File: src/verilog/decode_pkg.sv
package decode_pkg;

    localparam int instr_w = 32;
    localparam int op_w    = 6;
    localparam int funct_w = 6;
    localparam int rt_w    = 5;

    // Primary opcodes, instr[31:26]
    localparam logic [op_w-1:0] op_special = 6'b000000;
    localparam logic [op_w-1:0] op_regimm  = 6'b000001;
    localparam logic [op_w-1:0] op_j       = 6'b000010;
    localparam logic [op_w-1:0] op_jal     = 6'b000011;
    localparam logic [op_w-1:0] op_beq     = 6'b000100;
    localparam logic [op_w-1:0] op_bne     = 6'b000101;
    localparam logic [op_w-1:0] op_blez    = 6'b000110;
    localparam logic [op_w-1:0] op_bgtz    = 6'b000111;
    localparam logic [op_w-1:0] op_addi    = 6'b001000;
    localparam logic [op_w-1:0] op_addiu   = 6'b001001;
    localparam logic [op_w-1:0] op_slti    = 6'b001010;
    localparam logic [op_w-1:0] op_sltiu   = 6'b001011;
    localparam logic [op_w-1:0] op_andi    = 6'b001100;
    localparam logic [op_w-1:0] op_ori     = 6'b001101;
    localparam logic [op_w-1:0] op_xori    = 6'b001110;
    localparam logic [op_w-1:0] op_lui     = 6'b001111;
    localparam logic [op_w-1:0] op_lb      = 6'b100000;
    localparam logic [op_w-1:0] op_lh      = 6'b100001;
    localparam logic [op_w-1:0] op_lw      = 6'b100011;
    localparam logic [op_w-1:0] op_lbu     = 6'b100100;
    localparam logic [op_w-1:0] op_lhu     = 6'b100101;
    localparam logic [op_w-1:0] op_sb      = 6'b101000;
    localparam logic [op_w-1:0] op_sh      = 6'b101001;
    localparam logic [op_w-1:0] op_sw      = 6'b101011;

    // SPECIAL function codes, instr[5:0]
    localparam logic [funct_w-1:0] fn_sll     = 6'b000000;
    localparam logic [funct_w-1:0] fn_srl     = 6'b000010;
    localparam logic [funct_w-1:0] fn_sra     = 6'b000011;
    localparam logic [funct_w-1:0] fn_sllv    = 6'b000100;
    localparam logic [funct_w-1:0] fn_srlv    = 6'b000110;
    localparam logic [funct_w-1:0] fn_srav    = 6'b000111;
    localparam logic [funct_w-1:0] fn_jr      = 6'b001000;
    localparam logic [funct_w-1:0] fn_jalr    = 6'b001001;
    localparam logic [funct_w-1:0] fn_syscall = 6'b001100;
    localparam logic [funct_w-1:0] fn_break   = 6'b001101;
    localparam logic [funct_w-1:0] fn_add     = 6'b100000;
    localparam logic [funct_w-1:0] fn_addu    = 6'b100001;
    localparam logic [funct_w-1:0] fn_sub     = 6'b100010;
    localparam logic [funct_w-1:0] fn_subu    = 6'b100011;
    localparam logic [funct_w-1:0] fn_and     = 6'b100100;
    localparam logic [funct_w-1:0] fn_or      = 6'b100101;
    localparam logic [funct_w-1:0] fn_xor     = 6'b100110;
    localparam logic [funct_w-1:0] fn_nor     = 6'b100111;
    localparam logic [funct_w-1:0] fn_slt     = 6'b101010;
    localparam logic [funct_w-1:0] fn_sltu    = 6'b101011;

    // REGIMM branch selects, instr[20:16]
    localparam logic [rt_w-1:0] rt_bltz   = 5'b00000;
    localparam logic [rt_w-1:0] rt_bgez   = 5'b00001;
    localparam logic [rt_w-1:0] rt_bltzal = 5'b10000;
    localparam logic [rt_w-1:0] rt_bgezal = 5'b10001;

    typedef enum logic [2:0] {
        alu_add, alu_sub, alu_slt, alu_sltu, alu_and, alu_nor, alu_or, alu_xor
    } alu_func_e;

    typedef enum logic [1:0] {
        sft_lui, sft_sll, sft_sra, sft_srl
    } sft_func_e;

    typedef enum logic [2:0] {
        br_beq, br_bne, br_bgez, br_bgtz, br_blez, br_bltz, br_bgezal, br_bltzal
    } branch_e;

    typedef enum logic [1:0] {
        jmp_j, jmp_jr, jmp_jal, jmp_jalr
    } jump_e;

    typedef enum logic {
        out_alu, out_sft
    } out_sel_e;

    typedef enum logic [1:0] {
        dst_rt  = 2'd0,
        dst_rd  = 2'd1,
        dst_r31 = 2'd2
    } regdst_e;

    typedef enum logic [1:0] {
        size_byte = 2'd0,
        size_half = 2'd1,
        size_word = 2'd2
    } mem_size_e;

    typedef struct packed {
        alu_func_e alu_func;
        sft_func_e sft_func;
        out_sel_e  out_sel;
        logic      alu_srcb_sel_rt;
        logic      sft_srcb_sel_rs;
        logic      sft_srca_sel_imm;
        logic      imm_sign;
        logic      intovf_en;
    } alu_ctrl_t;

    typedef struct packed {
        branch_e branch;
        jump_e   jump;
        logic    isbranch;
        logic    isjump;
        logic    link;
    } flow_ctrl_t;

    typedef struct packed {
        logic      memreq;
        logic      memwr;
        mem_size_e size;
        logic      rdata_sign;
        logic      memtoreg;
    } mem_ctrl_t;

    typedef struct packed {
        logic    regwrite;
        regdst_e regdst;
        logic    syscall;
        logic    mips_break;
        logic    reserved_instr;
    } wb_ctrl_t;

endpackage

File: src/verilog/alu_decode.sv
`timescale 1ns/1ps

module alu_decode (
    input  logic [decode_pkg::op_w-1:0]    op,
    input  logic [decode_pkg::funct_w-1:0] funct,
    output decode_pkg::alu_ctrl_t          ctrl
);
    import decode_pkg::*;

    always_comb
    begin
        ctrl.alu_func         = alu_add;
        ctrl.sft_func         = sft_lui;
        ctrl.out_sel          = out_alu;
        ctrl.alu_srcb_sel_rt  = 1'b0;
        ctrl.sft_srcb_sel_rs  = 1'b0;
        ctrl.sft_srca_sel_imm = 1'b0;
        ctrl.imm_sign         = 1'b0;
        ctrl.intovf_en        = 1'b0;

        case (op)
            op_special:
            begin
                case (funct)
                    fn_add, fn_sub:
                    begin
                        ctrl.alu_func        = (funct == fn_sub) ? alu_sub : alu_add;
                        ctrl.alu_srcb_sel_rt = 1'b1;
                        ctrl.intovf_en       = 1'b1; // Trapping forms only
                    end
                    fn_addu, fn_subu:
                    begin
                        ctrl.alu_func        = (funct == fn_subu) ? alu_sub : alu_add;
                        ctrl.alu_srcb_sel_rt = 1'b1;
                    end
                    fn_slt, fn_sltu, fn_and, fn_or, fn_xor, fn_nor:
                    begin
                        ctrl.alu_srcb_sel_rt = 1'b1;
                        case (funct)
                            fn_slt:  ctrl.alu_func = alu_slt;
                            fn_sltu: ctrl.alu_func = alu_sltu;
                            fn_and:  ctrl.alu_func = alu_and;
                            fn_or:   ctrl.alu_func = alu_or;
                            fn_xor:  ctrl.alu_func = alu_xor;
                            default: ctrl.alu_func = alu_nor;
                        endcase
                    end
                    fn_sll, fn_sllv, fn_sra, fn_srav, fn_srl, fn_srlv:
                    begin
                        ctrl.out_sel         = out_sft;
                        ctrl.sft_srcb_sel_rs = funct[2]; // Variable forms take amount from rs
                        case (funct[1:0])
                            2'b00:   ctrl.sft_func = sft_sll;
                            2'b11:   ctrl.sft_func = sft_sra;
                            default: ctrl.sft_func = sft_srl;
                        endcase
                    end
                    default: ;
                endcase
            end
            op_addi:
            begin
                ctrl.imm_sign  = 1'b1;
                ctrl.intovf_en = 1'b1;
            end
            op_addiu, op_lb, op_lh, op_lw, op_lbu, op_lhu, op_sb, op_sh, op_sw:
                ctrl.imm_sign = 1'b1; // Address add for memory ops
            op_slti:
            begin
                ctrl.alu_func = alu_slt;
                ctrl.imm_sign = 1'b1;
            end
            op_sltiu:
            begin
                ctrl.alu_func = alu_sltu;
                ctrl.imm_sign = 1'b1;
            end
            op_andi: ctrl.alu_func = alu_and;
            op_ori:  ctrl.alu_func = alu_or;
            op_xori: ctrl.alu_func = alu_xor;
            op_lui:
            begin
                ctrl.out_sel          = out_sft;
                ctrl.sft_srca_sel_imm = 1'b1;
            end
            default: ;
        endcase
    end

endmodule

File: src/verilog/flow_decode.sv
`timescale 1ns/1ps

module flow_decode (
    input  logic [decode_pkg::op_w-1:0]    op,
    input  logic [decode_pkg::funct_w-1:0] funct,
    input  logic [decode_pkg::rt_w-1:0]    rt,
    output decode_pkg::flow_ctrl_t         ctrl
);
    import decode_pkg::*;

    always_comb
    begin
        ctrl.branch   = br_beq;
        ctrl.jump     = jmp_j;
        ctrl.isbranch = 1'b0;
        ctrl.isjump   = 1'b0;
        ctrl.link     = 1'b0;

        case (op)
            op_special:
            begin
                if (funct == fn_jr)
                begin
                    ctrl.jump   = jmp_jr;
                    ctrl.isjump = 1'b1;
                end
                else if (funct == fn_jalr)
                begin
                    ctrl.jump   = jmp_jalr;
                    ctrl.isjump = 1'b1;
                    ctrl.link   = 1'b1;
                end
            end
            op_regimm:
            begin
                ctrl.isbranch = 1'b1; // Unknown rt still flagged, branch stays 0
                case (rt)
                    rt_bltz: ctrl.branch = br_bltz;
                    rt_bgez: ctrl.branch = br_bgez;
                    rt_bltzal:
                    begin
                        ctrl.branch = br_bltzal;
                        ctrl.link   = 1'b1;
                    end
                    rt_bgezal:
                    begin
                        ctrl.branch = br_bgezal;
                        ctrl.link   = 1'b1;
                    end
                    default: ;
                endcase
            end
            op_j:
                ctrl.isjump = 1'b1;
            op_jal:
            begin
                ctrl.jump   = jmp_jal;
                ctrl.isjump = 1'b1;
                ctrl.link   = 1'b1;
            end
            op_beq:  ctrl.isbranch = 1'b1;
            op_bne:
            begin
                ctrl.branch   = br_bne;
                ctrl.isbranch = 1'b1;
            end
            op_blez:
            begin
                ctrl.branch   = br_blez;
                ctrl.isbranch = 1'b1;
            end
            op_bgtz:
            begin
                ctrl.branch   = br_bgtz;
                ctrl.isbranch = 1'b1;
            end
            default: ;
        endcase
    end

endmodule

File: src/verilog/mem_decode.sv
`timescale 1ns/1ps

module mem_decode (
    input  logic [decode_pkg::op_w-1:0] op,
    output decode_pkg::mem_ctrl_t       ctrl
);
    import decode_pkg::*;

    always_comb
    begin
        ctrl.memreq     = 1'b0;
        ctrl.memwr      = 1'b0;
        ctrl.size       = size_byte;
        ctrl.rdata_sign = 1'b0;
        ctrl.memtoreg   = 1'b0;

        case (op)
            op_lb, op_lh, op_lw:
            begin
                ctrl.memreq     = 1'b1;
                ctrl.rdata_sign = 1'b1;
                ctrl.memtoreg   = 1'b1;
            end
            op_lbu, op_lhu:
            begin
                ctrl.memreq   = 1'b1;
                ctrl.memtoreg = 1'b1;
            end
            op_sb, op_sh, op_sw:
            begin
                ctrl.memreq = 1'b1;
                ctrl.memwr  = 1'b1;
            end
            default: ;
        endcase

        case (op)
            op_lh, op_lhu, op_sh: ctrl.size = size_half;
            op_lw, op_sw:         ctrl.size = size_word;
            default:              ctrl.size = size_byte; // Also byte ops
        endcase
    end

endmodule

File: src/verilog/wb_decode.sv
`timescale 1ns/1ps

module wb_decode (
    input  logic [decode_pkg::op_w-1:0]    op,
    input  logic [decode_pkg::funct_w-1:0] funct,
    input  logic [decode_pkg::rt_w-1:0]    rt,
    output decode_pkg::wb_ctrl_t           ctrl
);
    import decode_pkg::*;

    always_comb
    begin
        ctrl.regwrite       = 1'b0;
        ctrl.regdst         = dst_rt;
        ctrl.syscall        = 1'b0;
        ctrl.mips_break     = 1'b0;
        ctrl.reserved_instr = 1'b0;

        case (op)
            op_special:
            begin
                case (funct)
                    fn_add, fn_addu, fn_sub, fn_subu, fn_slt, fn_sltu,
                    fn_and, fn_or, fn_xor, fn_nor,
                    fn_sll, fn_srl, fn_sra, fn_sllv, fn_srlv, fn_srav,
                    fn_jalr:
                    begin
                        ctrl.regwrite = 1'b1;
                        ctrl.regdst   = dst_rd;
                    end
                    fn_jr:      ;
                    fn_syscall: ctrl.syscall    = 1'b1;
                    fn_break:   ctrl.mips_break = 1'b1;
                    default:    ctrl.reserved_instr = 1'b1; // Includes mul/div and hi/lo
                endcase
            end
            op_regimm:
            begin
                case (rt)
                    rt_bltzal, rt_bgezal:
                    begin
                        ctrl.regwrite = 1'b1;
                        ctrl.regdst   = dst_r31;
                    end
                    rt_bltz, rt_bgez: ;
                    default: ctrl.reserved_instr = 1'b1;
                endcase
            end
            op_jal:
            begin
                ctrl.regwrite = 1'b1;
                ctrl.regdst   = dst_r31;
            end
            op_addi, op_addiu, op_slti, op_sltiu, op_andi, op_ori, op_xori, op_lui,
            op_lb, op_lh, op_lw, op_lbu, op_lhu:
                ctrl.regwrite = 1'b1;
            op_j, op_beq, op_bne, op_blez, op_bgtz, op_sb, op_sh, op_sw: ;
            default:
                ctrl.reserved_instr = 1'b1; // COP0 lands here too
        endcase
    end

endmodule

File: src/verilog/decode_stage.sv
`timescale 1ns/1ps

module decode_stage (
    input  logic                              clk,
    input  logic                              rst_n,
    input  logic [decode_pkg::instr_w-1:0]    instr,
    input  logic                              stall,
    input  logic                              flush,
    output decode_pkg::alu_func_e             alu_func,
    output decode_pkg::sft_func_e             sft_func,
    output decode_pkg::out_sel_e              out_sel,
    output logic                              alu_srcb_sel_rt,
    output logic                              sft_srcb_sel_rs,
    output logic                              sft_srca_sel_imm,
    output logic                              imm_sign,
    output logic                              intovf_en,
    output decode_pkg::branch_e               branch,
    output decode_pkg::jump_e                 jump,
    output logic                              isbranch,
    output logic                              isjump,
    output logic                              link,
    output logic                              memreq,
    output logic                              memwr,
    output decode_pkg::mem_size_e             size,
    output logic                              rdata_sign,
    output logic                              memtoreg,
    output logic                              regwrite,
    output decode_pkg::regdst_e               regdst,
    output logic                              syscall,
    output logic                              mips_break,
    output logic                              reserved_instr
);
    import decode_pkg::*;

    logic [op_w-1:0]    op;
    logic [rt_w-1:0]    rt;
    logic [funct_w-1:0] funct;

    alu_ctrl_t  alu_d, alu_q;
    flow_ctrl_t flow_d, flow_q;
    mem_ctrl_t  mem_d, mem_q;
    wb_ctrl_t   wb_d, wb_q;

    assign op    = instr[31:26];
    assign rt    = instr[20:16];
    assign funct = instr[5:0];

    alu_decode alu_decode_inst (.op(op), .funct(funct), .ctrl(alu_d));

    flow_decode flow_decode_inst (.op(op), .funct(funct), .rt(rt), .ctrl(flow_d));

    mem_decode mem_decode_inst (.op(op), .ctrl(mem_d));

    wb_decode wb_decode_inst (.op(op), .funct(funct), .rt(rt), .ctrl(wb_d));

    // Flush wins over stall
    always_ff @(posedge clk or negedge rst_n)
    begin
        if (!rst_n)
        begin
            alu_q  <= '0;
            flow_q <= '0;
            mem_q  <= '0;
            wb_q   <= '0;
        end
        else if (flush)
        begin
            alu_q  <= '0; // Bubble
            flow_q <= '0;
            mem_q  <= '0;
            wb_q   <= '0;
        end
        else if (!stall)
        begin
            alu_q  <= alu_d;
            flow_q <= flow_d;
            mem_q  <= mem_d;
            wb_q   <= wb_d;
        end
    end

    assign alu_func         = alu_q.alu_func;
    assign sft_func         = alu_q.sft_func;
    assign out_sel          = alu_q.out_sel;
    assign alu_srcb_sel_rt  = alu_q.alu_srcb_sel_rt;
    assign sft_srcb_sel_rs  = alu_q.sft_srcb_sel_rs;
    assign sft_srca_sel_imm = alu_q.sft_srca_sel_imm;
    assign imm_sign         = alu_q.imm_sign;
    assign intovf_en        = alu_q.intovf_en;
    assign branch           = flow_q.branch;
    assign jump             = flow_q.jump;
    assign isbranch         = flow_q.isbranch;
    assign isjump           = flow_q.isjump;
    assign link             = flow_q.link;
    assign memreq           = mem_q.memreq;
    assign memwr            = mem_q.memwr;
    assign size             = mem_q.size;
    assign rdata_sign       = mem_q.rdata_sign;
    assign memtoreg         = mem_q.memtoreg;
    assign regwrite         = wb_q.regwrite;
    assign regdst           = wb_q.regdst;
    assign syscall          = wb_q.syscall;
    assign mips_break       = wb_q.mips_break;
    assign reserved_instr   = wb_q.reserved_instr;

endmodule

File: config.mk
export PLATFORM = sky130hd
export DESIGN_NAME = decode_stage
export DESIGN_NICKNAME = d
export VERILOG_FILES = /design/src/verilog/decode_pkg.sv /design/src/verilog/alu_decode.sv /design/src/verilog/flow_decode.sv /design/src/verilog/mem_decode.sv /design/src/verilog/wb_decode.sv /design/src/verilog/decode_stage.sv
export SDC_FILE = /design/constraint.sdc
export NUM_CORES = 1
export LEC_CHECK = 0
export BUFFER_PORTS_ARGS = -buffer_cell sky130_fd_sc_hd__clkbuf_2
export CAP_MARGIN = 10
export CORE_ASPECT_RATIO = 0.75
export CORE_MARGIN = 1.5
export CORE_UTILIZATION = 51
export DETAILED_ROUTE_END_ITERATION = 7
export GPL_TIMING_DRIVEN = 0
export PLACE_DENSITY_LB_ADDON = 0.25
export REMOVE_ABC_BUFFERS = 1
export SYNTH_ARGS = -nofsm -noshare
export SYNTH_HDL_FRONTEND = slang
export SYNTH_HIERARCHICAL = 1
export SYNTH_SLANG_ARGS = --single-unit
File: constraint.sdc
create_clock -name clk -period 0.8 [get_ports clk]
set_input_delay 0.24 -clock clk [delete_from_list [all_inputs] [get_ports clk]]
set_output_delay 0.24 -clock clk [all_outputs]
set_load 0.005 [all_outputs]
# After elaboration in Yosys (flattened, before gate mapping)
# Index checks and enable logic that the tools add are counted.
# word_totals
regBits	31
out_inout_bits	31
inputBits	36
# classes
n_reduce_logical	24
muxes	50
n_eq_ne	47
# ops
operator	n
$eq A6 B6 Y1 const B	18
$eq A6 B4 Y1 const B	12
$eq A6 B3 Y1 const B	7
$eq A6 B2 Y1 const B	4
$mux W6	4
$pmux W3 S4	2
$mux W11	2
$reduce_or A22 Y1	1
$reduce_or A20 Y1	1
$mux W1	19
$pmux W3 S6	1
$reduce_or A17 Y1	1
$mux W8	2
$pmux W3 S5	1
$reduce_or A14 Y1	1
$logic_not A6 Y1	2
$pmux W2 S2	3
$reduce_or A12 Y1	1
$reduce_or A6 Y1	2
$eq A5 B5 Y1 const B	2
$mux W2	5
$reduce_or A10 Y1	1
$reduce_or A2 Y1	5
$reduce_or A5 Y1	2
other kinds (14)	22

# Logic depth before layout (Yosys ltp)
# depth
depth_word	6
ltp_mapped	6

# By module
# The synthesis kept the hierarchy.
# modules_own_cells
module	seq_area_each_um2	cells_per_inst	n_inst	area_per_inst_um2
decode_stage	775.7	100	1	1285.0
alu_decode	0.0	42	1	281.5
wb_decode	0.0	34	1	216.5
flow_decode	0.0	23	1	145.1
mem_decode	0.0	12	1	95.1

# Least setup slack after synthesis
# Ideal clock, no wire load.
# synth_path
path_kind	input -> register
from	input instr[1] (netlist name)
to	register flow_q (netlist bit isjump)
path_stages	5
slack_ns	-0.628
t_arrival_ns	1.355
required_time_ns	0.727
setup_ns	0.073
cell_sequence	or4b_1 > or3_1 > a21oi_1 > mux2i_1 > nor2_1
# synth_lines
item	line	rtl
start, declared	decode_stage.sv:6	input logic [decode_pkg::instr_w-1:0] instr,
end signal, assigned	decode_stage.sv:76	flow_q <= flow_d;
end, declared	decode_stage.sv:40	flow_ctrl_t flow_d, flow_q;

==> flow_summary.toml <==
[cts]
clockRootBuffer = "clkbuf_8"
clockBufferDepth = 2
cts_made_buffers = 5
path_clk_slew_ns = 0.07
cts_hold_buf = 0
cts_tree = "done"
cts_sinks = 31
clock_latency_ns = 0.29
cts_max_level = 2

[route]
postRouteAntennaNets = 0
num_vias = 2178
first_pass_iters = 5
drc = 0
drt-initial-drc-count = 217
vias_per_cell = 5.92
wirelength_mm = 7.30
wire_per_inst_um = 19.8

[final_layout]
drive_gt1_frac = 0.506
antenna_cells = 0
fillers = 152
area_growth_pct = 60.6
seq_area_um2 = 776
final-instance-count-excl-fill = 368
multi_input_area_um2 = 1360
final_util = 0.871
layout.nets = 351

[logic_synthesis]
synthArstFlopShare = 1.00
postSynthAreaPerCell_um2 = 9.59
synth-edff-count = 0
synth_seq_cells = 31
syn-cell-area_um2 = 2020
synth_area_leaders = "dfrtp_1 38%, mux2i_1 15%, nor2_1 7.8%"
synth_cell_types = 48
synth_warnings = 6
synthCells = 211
synth_area_leader_cell = "dfrtp_1"
ys_seq_area_frac = 0.383
synth_flop_cell = "dfrtp_1"
yosysTopAreaCellShare = 0.383

[floorplan]
pin_count = 67
dieArea_um2 = 4360
start_util = 0.542
core_um2 = 3730
fp.dieW_um = 75.7
die_h_um = 57.5
fp-row-count = 19

[sta]
timing.fmax_mhz = 707
fin_ws_ns = -0.614
fin_crit_sh = 1.77
fin_setup_tns_ns = -19.62
post-route-min-period_ns = 1.41
drv_slew = 0
final_hold_viol_count = 0
slew_headroom = 0.470
worstMarginPinSlew_ns = 0.795
rsz0062_at_grt = "true"
whs_ns = 0.0280
fin_skew_ns = 0
finalSetupViolations = 62

[global_routing]
overflow = 0
grt_max_degree = 32
grt.total_usage = 0.296
grt_pass1_vias = 1977
grt_antenna_before_repair = 0
grt_pass1_wl_mm = 9.64

[critical_path]
arrival_ns = 1.56
crit_path_end_kind = "flop"
crit-reg2reg-launch = "memwr"
path_buf_inv = 4
critical-path-top-delay-family = "buffers and inverters"
cp_slowest_cell = "nor4_1"
path_max_fanout = 4
start_kind = "input pin"
cp_cell_sequence = "clkbuf_16 -> buf_4 -> buf_6 -> buf_6 -> o21ai_2 -> a31oi_1 -> nor4_1 -> o21ai_1 -> mux2i_1 -> nor2_1"
crit_type = "input pin to flop"
cp-startpoint = "instr[1]"
cp_slowest_stage_delay_ns = 0.35
crit_path_frequent_cell = "buf_6"
cp.required_ns = 0.94

[placed_design]
dp.cells = 307
dp.final_hpwl_mm = 2.87
place.gp.congestion = 0.730
pre_cts_ws_ns = -1.08
io_buffers = 51

[flow_run]
maxCapViolations = 0

[power_and_ir_drop]
switching_share = 0.289
clockPowerShare = 0.358
power_density_nw_per_um2 = 1220
p_leak_nw = 1.63
vdd_drop_max_v = 0.00111
p_seq_frac = 0.404
internal_power_mw = 2.81
combPwrFrac = 0.238
p_sw_mw = 1.14

[outcome]
violations = "negative setup slack"
status = "complete, but fails checks"

[worst_hold_path]
hold_class = "input pin to async pin"
layout by cell type, fill, tap and decap left out, types with 4 or more instances in the layout:
| master | n |
|---|---|
| a21oi_1 | 5 |
| buf_4 | 40 |
| buf_6 | 8 |
| clkbuf_16 | 7 |
| clkbuf_2 | 39 |
| clkbuf_8 | 11 |
| dfrtp_1 | 31 |
| inv_1 | 10 |
| mux2i_1 | 31 |
| nand2_1 | 7 |
| nor2_1 | 37 |
| nor2b_1 | 6 |
| nor3_2 | 4 |
| nor3_4 | 4 |
kinds of logic (layout without fill, tap and decap cells):
logic type,count (synthesis),after routing,share of synthesized area
flops,31,31,0.383
mux,32,32,0.159
compound gates,31,31,0.110
buf+inv,18,123,0.0612
xor+xnor,2,2,0.00866
simple gates,97,97,0.278
power groups by stage:
stage,combinational (mW),sequential [mW],clock [mW]
after floorplan,0.220,1.63,0
after global placement,0.513,1.62,0
after detailed placement,0.519,1.63,0
after CTS,0.788,1.60,1.38
after global routing,0.984,1.60,1.50
final,0.942,1.60,1.41
Yosys cell counts (2+ instances only):
cell type	instances
nand3_1	3
o22ai_1	4
nand2b_1	3
dfrtp_1	31
o21a_1	2
mux2i_1	31
nor4b_2	2
inv_1	11
xor2_1	2
buf_12	3
nand2_1	9
nor2_1	42
nor3_1	8
nor2b_1	7
or4b_1	2
nor3_2	2
clkbuf_1	3
nor4bb_1	2
nor4_1	3
o21ai_0	6
a21oi_1	8
metrics by stage:
| step | total power, mW | area (um2) |
|---|---|---|
| after detailed placement | 2.14 | 2260 |
| after global placement | 2.14 | 2260 |
| after CTS | 3.77 | 2990 |
| after floorplan | 1.85 | 1940 |
| final | 3.95 | 3250 |
| after global routing | 4.08 | 3250 |
what timing repair did:
action	CTS	global route
resized for setup	77	21
endpoints found under the setup margin	62	62
pin swaps	29	15
setup buffers	33	20
worst register-to-register path: cells and delay by family (launching register included):
family | cells | cell delay [ns]
multiplexers | 1 | 0.18
buffers and inverters | 2 | 0.26
flip-flops | 1 | 0.39
AND/OR/NAND/NOR | 1 | 0.06
metal layers:
layer  routed length [um]  vias to the layer above  track usage  share of wire
li1                     -                      953            -              -
met5                    0                        -            0              0
met1                 3080                     1084        0.389           0.42
met3                  458                       26       0.0583          0.063
met4                  250                        0        0.112          0.034
met2                 3510                      115        0.480           0.48
layout make-up:
type / instances / share of cell area
inverters: 11 / 0.0127
well taps: 52 / 0.0200
repair buffers: 104 / 0.280
multi-input cells: 162 / 0.418
clock buffers: 8 / 0.0308
flip-flops and latches: 31 / 0.239
state kept, by name, summed over array words and instances, names as in the netlist, 2 cells and up:
register,flops
alu_func,3
branch,3
sft_func,2
regdst,2
jump,2
size,2
final timing paths:
kind | to | slack [ns] | depth (start not counted)
worst max-delay path | reserved_instr | -0.61 | 10
worst min-delay path | syscall | 0.03 | 1
worst max register to register | memwr | -0.23 | 4
worst min register to register | regdst[0] | 0.53 | 2
max in group asynchronous | sft_func[1] | 0.26 | 1
min in group clk | branch[0] | 0.37 | 4
Note: power is estimated with default switching activity, not from simulation.
